$ cat config.mk
export PLATFORM = sky130hd
export DESIGN_NAME = bus_xbar
export DESIGN_NICKNAME = d
export VERILOG_FILES = /design/src/design/xbar_pkg.sv /design/src/design/axi_rd_if.sv /design/src/design/axi_wr_if.sv /design/src/design/bus_xbar.sv /design/src/design/read_arbiter.sv /design/src/design/write_router.sv
export SDC_FILE = /design/constraint.sdc
export NUM_CORES = 1
export LEC_CHECK = 0
export ABC_AREA = 1
export BUFFER_PORTS_ARGS = -buffer_cell sky130_fd_sc_hd__buf_2
export CORE_AREA = 2 2 316 318
export CTS_CLUSTER_SIZE = 25
export DETAILED_ROUTE_END_ITERATION = 12
export DIE_AREA = 0 0 318 320
export GPL_ROUTABILITY_DRIVEN = 0
export PLACE_DENSITY = 0.3
export SLEW_MARGIN = 15
export SYNTH_ARGS = -nofsm -noshare
export SYNTH_HDL_FRONTEND = slang
export SYNTH_SLANG_ARGS = --single-unit
$ cat constraint.sdc
create_clock -name clk -period 3.65 [get_ports clk]
set_clock_uncertainty 0.2 [all_clocks]
set_input_delay 0.73 -clock clk [delete_from_list [all_inputs] [get_ports clk]]
set_output_delay 0.73 -clock clk [all_outputs]
set_load 0.05 [all_outputs]
$ cat src/design/xbar_pkg.sv
package xbar_pkg;

    typedef logic [31:0] addr_t;
    typedef logic [3:0]  id_t;
    typedef logic [1:0]  resp_t;

    localparam resp_t resp_okay   = 2'b00;
    localparam resp_t resp_exokay = 2'b01;
    localparam resp_t resp_slverr = 2'b10;
    localparam resp_t resp_decerr = 2'b11;

    // requester ids
    localparam id_t if_id  = 4'd0;
    localparam id_t mem_id = 4'd1;

    // mtime register pair
    localparam addr_t clint_mtime_lo = 32'h0200_bff8;
    localparam addr_t clint_mtime_hi = 32'h0200_bfff;

    // mtimecmp register pair
    localparam addr_t clint_cmp_lo = 32'h0200_4000;
    localparam addr_t clint_cmp_hi = 32'h0200_4007;

    function automatic logic is_clint(input addr_t addr);
        logic in_mtime;
        logic in_cmp;
        in_mtime = (addr >= clint_mtime_lo) && (addr <= clint_mtime_hi);
        in_cmp = (addr >= clint_cmp_lo) && (addr <= clint_cmp_hi);
        return in_mtime || in_cmp;
    endfunction

endpackage

$ cat src/design/axi_rd_if.sv
`timescale 1ns/1ns

interface axi_rd_if #(
    parameter int data_w = 64
);
    import xbar_pkg::*;

    // read address
    logic              arvalid;
    logic              arready;
    addr_t             araddr;
    id_t               arid;

    // read data
    logic              rvalid;
    logic              rready;
    resp_t             rresp;
    logic [data_w-1:0] rdata;
    id_t               rid;

    modport requester (
        output arvalid, araddr, arid, rready,
        input  arready, rvalid, rresp, rdata, rid
    );

    modport target (
        input  arvalid, araddr, arid, rready,
        output arready, rvalid, rresp, rdata, rid
    );

endinterface

$ cat src/design/axi_wr_if.sv
`timescale 1ns/1ns

interface axi_wr_if #(
    parameter int data_w = 64
);
    import xbar_pkg::*;

    localparam int strb_w = data_w / 8;

    logic              awvalid;
    logic              awready;
    addr_t             awaddr;
    id_t               awid;

    logic              wvalid;
    logic              wready;
    logic [data_w-1:0] wdata;
    logic [strb_w-1:0] wstrb;

    logic              bvalid;
    logic              bready;
    resp_t             bresp;
    id_t               bid;

    modport requester (
        output awvalid, awaddr, awid, wvalid, wdata, wstrb, bready,
        input  awready, wready, bvalid, bresp, bid
    );

    modport target (
        input  awvalid, awaddr, awid, wvalid, wdata, wstrb, bready,
        output awready, wready, bvalid, bresp, bid
    );

endinterface

$ cat src/design/bus_xbar.sv
`timescale 1ns/1ns

module bus_xbar #(
    parameter int data_w = 64,
    localparam int strb_w = data_w / 8
) (
    input  logic                clk,
    input  logic                rst,
    // fetch read port
    input  logic                if_arvalid, if_rready,
    input  xbar_pkg::addr_t     if_araddr,
    input  xbar_pkg::id_t       if_arid,
    output logic                if_arready, if_rvalid,
    output xbar_pkg::resp_t     if_rresp,
    output logic [data_w-1:0]   if_rdata,
    output xbar_pkg::id_t       if_rid,
    // load/store read port
    input  logic                mem_arvalid, mem_rready,
    input  xbar_pkg::addr_t     mem_araddr,
    input  xbar_pkg::id_t       mem_arid,
    output logic                mem_arready, mem_rvalid,
    output xbar_pkg::resp_t     mem_rresp,
    output logic [data_w-1:0]   mem_rdata,
    output xbar_pkg::id_t       mem_rid,
    // load/store write port
    input  logic                mem_awvalid, mem_wvalid, mem_bready,
    input  xbar_pkg::addr_t     mem_awaddr,
    input  xbar_pkg::id_t       mem_awid,
    input  logic [data_w-1:0]   mem_wdata,
    input  logic [strb_w-1:0]   mem_wstrb,
    output logic                mem_awready, mem_wready, mem_bvalid,
    output xbar_pkg::resp_t     mem_bresp,
    output xbar_pkg::id_t       mem_bid,
    // system bus
    output logic                io_arvalid, io_rready,
    output xbar_pkg::addr_t     io_araddr,
    output xbar_pkg::id_t       io_arid,
    input  logic                io_arready, io_rvalid,
    input  xbar_pkg::resp_t     io_rresp,
    input  logic [data_w-1:0]   io_rdata,
    input  xbar_pkg::id_t       io_rid,
    output logic                io_awvalid, io_wvalid, io_bready,
    output xbar_pkg::addr_t     io_awaddr,
    output xbar_pkg::id_t       io_awid,
    output logic [data_w-1:0]   io_wdata,
    output logic [strb_w-1:0]   io_wstrb,
    input  logic                io_awready, io_wready, io_bvalid,
    input  xbar_pkg::resp_t     io_bresp,
    input  xbar_pkg::id_t       io_bid,
    // timer block
    output logic                clint_arvalid, clint_rready,
    output xbar_pkg::addr_t     clint_araddr,
    output xbar_pkg::id_t       clint_arid,
    input  logic                clint_arready, clint_rvalid,
    input  xbar_pkg::resp_t     clint_rresp,
    input  logic [data_w-1:0]   clint_rdata,
    input  xbar_pkg::id_t       clint_rid,
    output logic                clint_awvalid, clint_wvalid, clint_bready,
    output xbar_pkg::addr_t     clint_awaddr,
    output xbar_pkg::id_t       clint_awid,
    output logic [data_w-1:0]   clint_wdata,
    output logic [strb_w-1:0]   clint_wstrb,
    input  logic                clint_awready, clint_wready, clint_bvalid,
    input  xbar_pkg::resp_t     clint_bresp,
    input  xbar_pkg::id_t       clint_bid
);

    axi_rd_if #(.data_w(data_w)) if_rd ();
    axi_rd_if #(.data_w(data_w)) mem_rd ();
    axi_rd_if #(.data_w(data_w)) io_rd ();
    axi_rd_if #(.data_w(data_w)) clint_rd ();
    axi_wr_if #(.data_w(data_w)) mem_wr ();
    axi_wr_if #(.data_w(data_w)) io_wr ();
    axi_wr_if #(.data_w(data_w)) clint_wr ();

    // requester side
    assign {if_rd.arvalid, if_rd.araddr, if_rd.arid, if_rd.rready} =
           {if_arvalid, if_araddr, if_arid, if_rready};
    assign {if_arready, if_rvalid, if_rresp, if_rdata, if_rid} =
           {if_rd.arready, if_rd.rvalid, if_rd.rresp, if_rd.rdata, if_rd.rid};
    assign {mem_rd.arvalid, mem_rd.araddr, mem_rd.arid, mem_rd.rready} =
           {mem_arvalid, mem_araddr, mem_arid, mem_rready};
    assign {mem_arready, mem_rvalid, mem_rresp, mem_rdata, mem_rid} =
           {mem_rd.arready, mem_rd.rvalid, mem_rd.rresp, mem_rd.rdata, mem_rd.rid};
    assign {mem_wr.awvalid, mem_wr.awaddr, mem_wr.awid, mem_wr.wvalid, mem_wr.wdata,
            mem_wr.wstrb, mem_wr.bready} =
           {mem_awvalid, mem_awaddr, mem_awid, mem_wvalid, mem_wdata, mem_wstrb, mem_bready};
    assign {mem_awready, mem_wready, mem_bvalid, mem_bresp, mem_bid} =
           {mem_wr.awready, mem_wr.wready, mem_wr.bvalid, mem_wr.bresp, mem_wr.bid};

    // target side
    assign {io_arvalid, io_araddr, io_arid, io_rready} =
           {io_rd.arvalid, io_rd.araddr, io_rd.arid, io_rd.rready};
    assign {io_rd.arready, io_rd.rvalid, io_rd.rresp, io_rd.rdata, io_rd.rid} =
           {io_arready, io_rvalid, io_rresp, io_rdata, io_rid};
    assign {clint_arvalid, clint_araddr, clint_arid, clint_rready} =
           {clint_rd.arvalid, clint_rd.araddr, clint_rd.arid, clint_rd.rready};
    assign {clint_rd.arready, clint_rd.rvalid, clint_rd.rresp, clint_rd.rdata, clint_rd.rid} =
           {clint_arready, clint_rvalid, clint_rresp, clint_rdata, clint_rid};
    assign {io_awvalid, io_awaddr, io_awid, io_wvalid, io_wdata, io_wstrb, io_bready} =
           {io_wr.awvalid, io_wr.awaddr, io_wr.awid, io_wr.wvalid, io_wr.wdata,
            io_wr.wstrb, io_wr.bready};
    assign {io_wr.awready, io_wr.wready, io_wr.bvalid, io_wr.bresp, io_wr.bid} =
           {io_awready, io_wready, io_bvalid, io_bresp, io_bid};
    assign {clint_awvalid, clint_awaddr, clint_awid, clint_wvalid, clint_wdata,
            clint_wstrb, clint_bready} =
           {clint_wr.awvalid, clint_wr.awaddr, clint_wr.awid, clint_wr.wvalid,
            clint_wr.wdata, clint_wr.wstrb, clint_wr.bready};
    assign {clint_wr.awready, clint_wr.wready, clint_wr.bvalid, clint_wr.bresp, clint_wr.bid} =
           {clint_awready, clint_wready, clint_bvalid, clint_bresp, clint_bid};

    read_arbiter #(.data_w(data_w)) u_read (
        .clk      (clk),
        .rst      (rst),
        .if_rd    (if_rd),
        .mem_rd   (mem_rd),
        .io_rd    (io_rd),
        .clint_rd (clint_rd)
    );

    write_router #(.data_w(data_w)) u_write (
        .clk      (clk),
        .rst      (rst),
        .mem_wr   (mem_wr),
        .io_wr    (io_wr),
        .clint_wr (clint_wr)
    );

endmodule

$ cat src/design/read_arbiter.sv
`timescale 1ns/1ns

module read_arbiter #(
    parameter int data_w = 64
) (
    input  logic        clk,
    input  logic        rst,
    axi_rd_if.target    if_rd,
    axi_rd_if.target    mem_rd,
    axi_rd_if.requester io_rd,
    axi_rd_if.requester clint_rd
);
    import xbar_pkg::*;

    localparam logic [1:0] st_idle      = 2'd0;
    localparam logic [1:0] st_if_io     = 2'd1;
    localparam logic [1:0] st_mem_io    = 2'd2;
    localparam logic [1:0] st_mem_clint = 2'd3;

    logic [1:0]        state;
    logic              idle;
    logic              mem_to_clint;
    logic              r_done;
    logic [data_w-1:0] mem_rdata;

    assign idle = (state == st_idle);
    assign mem_to_clint = is_clint(mem_rd.araddr);

    // io address channel, fetch first
    always_comb begin
        io_rd.araddr = mem_rd.araddr;
        io_rd.arid = mem_rd.arid;
        io_rd.arvalid = idle && mem_rd.arvalid && !mem_to_clint;
        if (if_rd.arvalid) begin
            io_rd.araddr = if_rd.araddr;
            io_rd.arid = if_rd.arid;
            io_rd.arvalid = idle;
        end
    end

    // any fetch request holds mem off, clint included
    assign clint_rd.arvalid = idle && mem_rd.arvalid && mem_to_clint && !if_rd.arvalid;
    assign clint_rd.araddr = mem_rd.araddr;
    assign clint_rd.arid = mem_rd.arid;

    assign if_rd.arready = idle && io_rd.arready;
    assign mem_rd.arready = idle && !if_rd.arvalid &&
                            (mem_to_clint ? clint_rd.arready : io_rd.arready);

    always_ff @(posedge clk or posedge rst) begin
        if (rst) begin
            state <= st_idle;
        end else begin
            case (state)
                st_idle: begin
                    if (if_rd.arvalid && if_rd.arready) begin
                        state <= st_if_io;
                    end else if (mem_rd.arvalid && mem_rd.arready) begin
                        state <= mem_to_clint ? st_mem_clint : st_mem_io;
                    end
                end
                default: begin
                    if (r_done) begin
                        state <= st_idle;
                    end
                end
            endcase
        end
    end

    // release on the first accepted beat with our id
    always_comb begin
        case (state)
            st_if_io:     r_done = io_rd.rvalid && io_rd.rready && (io_rd.rid == if_id);
            st_mem_io:    r_done = io_rd.rvalid && io_rd.rready && (io_rd.rid == mem_id);
            st_mem_clint: r_done = clint_rd.rvalid && clint_rd.rready &&
                                   (clint_rd.rid == mem_id);
            default:      r_done = 1'b0;
        endcase
    end

    assign io_rd.rready = (state == st_if_io) ? if_rd.rready :
                          (state == st_mem_io) && mem_rd.rready;
    assign clint_rd.rready = (state == st_mem_clint) && mem_rd.rready;

    // fetch only ever reads from io
    assign if_rd.rvalid = (state == st_if_io) && io_rd.rvalid;
    assign if_rd.rresp = io_rd.rresp;
    assign if_rd.rdata = io_rd.rdata;
    assign if_rd.rid = io_rd.rid;

    always_comb begin
        mem_rd.rvalid = (state == st_mem_io) && io_rd.rvalid;
        mem_rd.rresp = io_rd.rresp;
        mem_rd.rid = io_rd.rid;
        mem_rdata = io_rd.rdata;
        if (state == st_mem_clint) begin
            mem_rd.rvalid = clint_rd.rvalid;
            mem_rd.rresp = clint_rd.rresp;
            mem_rd.rid = clint_rd.rid;
            mem_rdata = clint_rd.rdata;
        end
    end

    assign mem_rd.rdata = mem_rdata;

endmodule

$ cat src/design/write_router.sv
`timescale 1ns/1ns

module write_router #(
    parameter int data_w = 64
) (
    input  logic        clk,
    input  logic        rst,
    axi_wr_if.target    mem_wr,
    axi_wr_if.requester io_wr,
    axi_wr_if.requester clint_wr
);
    import xbar_pkg::*;

    localparam int strb_w = data_w / 8;

    localparam logic [1:0] st_idle    = 2'd0;
    localparam logic [1:0] st_w_io    = 2'd1;
    localparam logic [1:0] st_w_clint = 2'd2;

    logic [1:0] state;
    logic       idle;
    logic       to_clint;
    logic       b_done;

    // one strobe bit per data byte
    if (strb_w * 8 != data_w) begin : g_width_check
        $error("write_router: data_w must be a whole number of bytes");
    end

    assign idle = (state == st_idle);
    assign to_clint = is_clint(mem_wr.awaddr);

    assign io_wr.awvalid = idle && mem_wr.awvalid && !to_clint;
    assign clint_wr.awvalid = idle && mem_wr.awvalid && to_clint;
    assign mem_wr.awready = idle && (to_clint ? clint_wr.awready : io_wr.awready);

    assign io_wr.awaddr = mem_wr.awaddr;
    assign io_wr.awid = mem_wr.awid;
    assign clint_wr.awaddr = mem_wr.awaddr;
    assign clint_wr.awid = mem_wr.awid;

    // w beat only toward the routed target
    assign io_wr.wvalid = (state == st_w_io) && mem_wr.wvalid;
    assign clint_wr.wvalid = (state == st_w_clint) && mem_wr.wvalid;
    assign io_wr.wdata = mem_wr.wdata;
    assign io_wr.wstrb = mem_wr.wstrb;
    assign clint_wr.wdata = mem_wr.wdata;
    assign clint_wr.wstrb = mem_wr.wstrb;
    assign io_wr.bready = mem_wr.bready;
    assign clint_wr.bready = mem_wr.bready;

    always_comb begin
        case (state)
            st_w_io: begin
                mem_wr.wready = io_wr.wready;
                mem_wr.bvalid = io_wr.bvalid;
                mem_wr.bresp = io_wr.bresp;
                mem_wr.bid = io_wr.bid;
            end
            st_w_clint: begin
                mem_wr.wready = clint_wr.wready;
                mem_wr.bvalid = clint_wr.bvalid;
                mem_wr.bresp = clint_wr.bresp;
                mem_wr.bid = clint_wr.bid;
            end
            default: begin
                mem_wr.wready = 1'b0;
                mem_wr.bvalid = 1'b0;
                mem_wr.bresp = io_wr.bresp;
                mem_wr.bid = io_wr.bid;
            end
        endcase
    end

    assign b_done = mem_wr.bvalid && mem_wr.bready && (mem_wr.bid == mem_id);

    always_ff @(posedge clk or posedge rst) begin
        if (rst) begin
            state <= st_idle;
        end else if (idle) begin
            if (mem_wr.awvalid && mem_wr.awready) begin
                state <= to_clint ? st_w_clint : st_w_io;
            end
        end else if (b_done) begin
            state <= st_idle;
        end
    end

endmodule

[Word-level counts from Yosys, hierarchy flattened]
Cells that the tools add are included.
Word-level totals
  flip-flop bits (word level): 4
Cells by class
  order comparisons: 8
  equal/unequal tests: 10
  mux-type cells: 24
  reduce and logical (&&, ||, !) cells: 43
Operators by type and width (number)
  $ge 32x26->1 const B: 4
  $le 32x26->1 const B: 4
  $mux 64: 1
  $mux 32: 1
  $logic_and 1x1->1: 31
  $mux 2: 10
  $eq 4x1->1 const B: 3
  $mux 4: 3
  $eq 2x2->1 const B: 3
  $mux 1: 6
  $eq 2x1->1 const B: 2
  $logic_not 2->1: 2
  $logic_not 4->1: 1
  $pmux 1 s2: 2
  $reduce_and 2->1: 2
  $reduce_bool 2->1: 2
  $logic_not 1->1: 3
  $ne 3x3->1 const B: 1
  $pmux 1 s3: 1
  $logic_or 1x1->1: 2
  $ne 2x2->1 const B: 1

[Depth between registers and ports, before layout]
  depth after elaboration: 9
  gate-level depth with buffers: 14
  depth with buffers taken out: 14

[Cells and area by module]
A second synthesis with hierarchy kept.
Second synthesis, totals
  cells, all modules: 865
  area, all modules: 4784.6 um^2
Modules (own cells, without submodules)
  read_arbiter: times used 1, cells an instance 546, area an instance 2626.3 um^2, sequential area each 50.0 um^2
  write_router: times used 1, cells an instance 319, area an instance 2158.3 um^2, sequential area each 50.0 um^2

[Worst setup path before layout]
OpenSTA, ideal clock, no wires.
  kind: in2out
  from: input port mem_araddr[19]
  to: output port clint_arvalid
  arrival: 2.451 ns
  setup slack: 0.269 ns
  stages: 9
  path buffers: 0
  path through: inv_1 nand2_1 nor2_1 nand2_1 nor3b_1 nand2_1 nand2_2 inv_1 nor3_1
Between the ends
  longest elaborated chain between the ends: 5
Ends and longest elaborated chain
  start: declaration: RTL line bus_xbar.sv:19  | input xbar_pkg::addr_t mem_araddr,
  $ge 32x26->1 (tied with other cells): RTL line xbar_pkg.sv:27  | in_mtime = (addr >= clint_mtime_lo) && (addr <= clint_mtime_hi);
  $logic_and 1x1->1 (on tied branches): RTL line xbar_pkg.sv:27, xbar_pkg.sv:28
  $logic_or 1x1->1 (*): RTL line xbar_pkg.sv:29  | return in_mtime || in_cmp;
  $logic_and 1x1->1 (*) (2 in series): RTL line read_arbiter.sv:42  | assign clint_rd.arvalid = idle && mem_rd.arvalid && mem_to_clint && !if_rd.arvalid;
  end: declaration: RTL line bus_xbar.sv:51  | output logic clint_arvalid, clint_rready,
Every way passes the cells marked *; elsewhere a longest branch is shown, timed or not.

[Worst setup path in the final report]
  from: input port mem_araddr[23]
  to: output port clint_arvalid
The elaborated chain is that of the path after synthesis.

==> impl_summary.txt <==
----------------------------------------------------
[Synthesis]
  Compound-cell area share of the yosys netlist ... 0.0300
  Top cells by instance count after synthesis ... sky130_fd_sc_hd__nand2_1 (350), sky130_fd_sc_hd__buf_4 (325), sky130_fd_sc_hd__inv_1 (51)
  Area share of the largest cell type after synthesis ... 0.504
  Leading area contributor after synthesis ... sky130_fd_sc_hd__buf_4
  Top_reg_cell synth ... sky130_fd_sc_hd__dfrtp_1
  Dominant cells by area after synthesis ... sky130_fd_sc_hd__buf_4 (50%), sky130_fd_sc_hd__nand2_1 (27%), sky130_fd_sc_hd__inv_1 (4.0%)
  Per-instance average area after synthesis ... ~5.5 sq um
  Number of warnings issued by yosys ... 0
  Synthesized netlist cell count ... 881
  Synthesized netlist net count ... around 1,200
  Number of flops mapped to enable cells by yosys ... 0
  Synth Register Bits ... 4
  Top-count cell post-synth ... sky130_fd_sc_hd__nand2_1
  Adder-cell share of the synthesized area ... 0.0181
  Netlist area before placement ... approximately 4800 sq um
  Post-synthesis mux area share ... 0
  Number of distinct library cell variants in the gate-level netlist after synthesis ... 25
  Parity-gate share of the synthesized area counting xor and xnor cells ... 0.00181
  Main combinational cell family by area after synthesis ... buffers and inverters
  Post-synthesis simple-gate area fraction ... 0.366
  Share of flip-flops with an asynchronous set or reset ... 1.00
  Share of the yosys chip area belonging to registers ... 0.0207

[Floorplanning]
  IO Count ... 802
  Core area ... around 98,000 sq um
  Total die area ... 102,000 sq um
  Initial core utilization ... 0.0494
  Width of the chip ... around 320 um
  Die Height ... around 320 um
  Count of standard-cell rows ... roughly 120

[Routing]
  DRC errors left ... 0
  Number of optimization iterations in the first detailed-route pass ... 4
  Total length of routed wires ... approximately 37,000 um
  Post-DR vias/cell ... 2.42
  Routed wire length per instance ... 15.2 um
  Total vias in the final route ... just under 6,000
  Number of DRC markers after the initial detailed-route iteration ... about 210
  Post-route ant nets ... 0

[Timing]
  Maximum clock frequency ... ~300 MHz
  Max-slew violation count ... 0
  Setup violators final ... 0
  RSZ-0062 raised after global routing ... no
  Fin crit share ... 0.923
  Worst slew margin ... 0.685
  Minimum clock period ... 3.37 ns
  PnR worst setup slack ... 0.282 ns
  Count of final hold-check violations ... 0
  Tightest Pin Transition ... approximately 0.47 ns

[Clock tree]
  Clock Tree Root ... sky130_fd_sc_hd__clkbuf_16
  Clock transition at path regs ... about 0.030 ns
  TritonCTS clock tree ... built
  Hold bufs inserted after CTS ... 0
  Post-CTS Setup Repair Bufs ... 0
  Sink count of the clock tree ... 4
  CTS Buffer Depth ... 2
  Worst-skew pair later-pin latency ... ~0.22 ns
  Number of buffers created by CTS ... 3
  Maximum level of the CTS H-tree ... 1

[Place]
  Quantity of I/O buffers inserted on ports ... 573
  Detailed placement HPWL ... roughly 34,000 um
  Post-place setup slack ... -0.129 ns

[Cells and area]
  Syn-to-layout area delta ... 46.0%
  Share of final-layout standard cells stronger than drive strength 1 ... 0.546
  Number of nets in the layout ... between 1,000 and 1,500

[Power and ir drop]
  Tot Pwr ... roughly 2600 uW
  Standby leakage power ... 0.00393 uW
  Pwr Density ... 362 nW/um^2
  Worst ir drop on vdd ... 0.151 mV

[Setup path]
  CP Capture Type ... output port
  Startpoint kind of the worst setup timing path ... input port
  Delay of the slowest cell on the worst path ... around 0.23 ns
  Worst reg2reg path startpoint ... u_write.state[0]
  Worst setup path startpoint ... mem_araddr[23]
  Data required time of the critical path ... ~2.7 ns
  Slowest cell on the critical path ... sky130_fd_sc_hd__clkbuf_4
  Critical Path AT ... around 2.4 ns
  Maximum fanout encountered on the critical timing path ... 2
  CP endpoint ... clint_arvalid
  Endpoint of the worst register-to-register path ... u_write.state[0]
  Worst-case register-to-register setup slack ... roughly 1.5 ns
  Count of cells along the worst register-to-register path ... 10
  Start-to-end type of the worst setup path ... input port to output port
  Chain of cells forming the critical path ... buf_2 > nor2_1 > nand2_1 > inv_1 > nand2_1 > nor3b_2 > buf_4 > nand2_2 > nand2_2 > inv_1 > nor3_1 > buf_4 > clkbuf_4

[GRT]
  Global-route wire length before repair ... between 40,000 and 50,000 um
  Antenna violations before repair ... 8
  Pin count of the biggest net entering global routing ... 52
  Total global-route track usage ... 0.0662
  Sum of overflow across all layers after global routing ... 0
  Vias in the first global route ... 5,695

[Run status]
  Outcome ... completed

[Job]
  Maximum capacitance violations ... 0

[Hold path]
  Worst min-delay path category ... input port to async pin

----------------------------------------------------
==> metal layers <==
metal | wire length [um] | track usage | vias up
li1 | - | - | 2831
met1 | 12500 | 0.0660 | 2450
met2 | 16800 | 0.112 | 506
met3 | 6470 | 0.0470 | 48
met4 | 866 | 0.0147 | 6
met5 | 41 | 0 | -
==> state kept, by name, indices dropped and copies added (netlist names) <==
name           flops
u_read.state       2
u_write.state      2
==> final cells by class <==
cell class / instances / area [sq um]
Timing Repair Buffer: 588 / 3040
Fill cell: 11753 / 90900
Clock buffer: 3 / 75.1
Sequential cell: 4 / 100
Multi-Input combinational cell: 475 / 2040
Antenna cell: 4 / 10.0
Inverter: 54 / 203
Tap cell: 1287 / 1610
==> where the power goes <==
| group | switching (uW) | leakage, uW | internal, uW |
|---|---|---|---|
| sequential | 21.5 | 0.0000523 | 60.0 |
| combinational | 1790 | 0.00385 | 517 |
| clock | 30.4 | 0.0000370 | 140 |
| total | 1850 | 0.00393 | 717 |
==> logic make-up (layout without fill, tap and decap cells) <==
logic type,Yosys count,after routing
adder cells (fa/ha/maj),7,7
other,0,4
AO/OA/AOI/OAI,29,29
flip-flops,4,4
buffers and inverters,402,645
XOR/XNOR,1,1
AND/OR/NAND/NOR,438,438
==> how the worst min path moves through the flow <==
stage	start	endpoint	slack, ns	depth (start not counted)
floorplan	rst	u_read.state[0]	0.30	1
global placement	u_write.state[1]	u_write.state[1]	0.35	2
detailed placement	u_write.state[1]	u_write.state[1]	0.34	2
CTS	rst	u_read.state[0]	0.23	2
global route	rst	u_read.state[0]	0.23	2
finish	rst	u_read.state[0]	0.21	2
==> placed cells by master, fill, tap and decap left out, types with 2 or more instances in the layout <==
cell type,count
sky130_fd_sc_hd__o21ai_0,23
sky130_fd_sc_hd__inv_1,51
sky130_fd_sc_hd__nor3_1,5
sky130_fd_sc_hd__nor2_1,37
sky130_fd_sc_hd__nand2_1,349
sky130_fd_sc_hd__buf_12,4
sky130_fd_sc_hd__ha_1,6
sky130_fd_sc_hd__or2_1,2
sky130_fd_sc_hd__nand4_1,10
sky130_fd_sc_hd__dfrtp_1,4
sky130_fd_sc_hd__buf_4,12
sky130_fd_sc_hd__nand2_2,6
sky130_fd_sc_hd__diode_2,4
sky130_fd_sc_hd__clkbuf_16,3
sky130_fd_sc_hd__nor2_2,3
sky130_fd_sc_hd__nor3_2,2
sky130_fd_sc_hd__nand3_2,4
sky130_fd_sc_hd__a21oi_1,3
sky130_fd_sc_hd__o21ai_1,2
sky130_fd_sc_hd__nand3_1,15
sky130_fd_sc_hd__buf_2,571
sky130_fd_sc_hd__inv_2,3
==> through the flow <==
step                std cells  hold slack (ns)  area (sq um)    util  setup TNS (ns)
floorplan                 881            0.296          4840       -               0
global placement         2408            0.354          6970  0.0712          -0.143
detailed placement       2408            0.343          6970  0.0712          -0.129
CTS                      2411            0.235          7050  0.0720               0
global route             2411            0.234          7070  0.0721               0
finish                   2415            0.213          7080  0.0722               0
==> what timing repair did <==
action,4_1_cts,5_1_grt
cloned,0,0
resized for setup,2,3
endpoints found under the setup margin,2,2
==> worst max-delay path, delay by kind of cell <==
kind	cells	cell delay, ns
buffers and inverters	6	0.74
and+or+nand+nor	7	0.94
No activity file was read; power rests on OpenSTA's default activity.
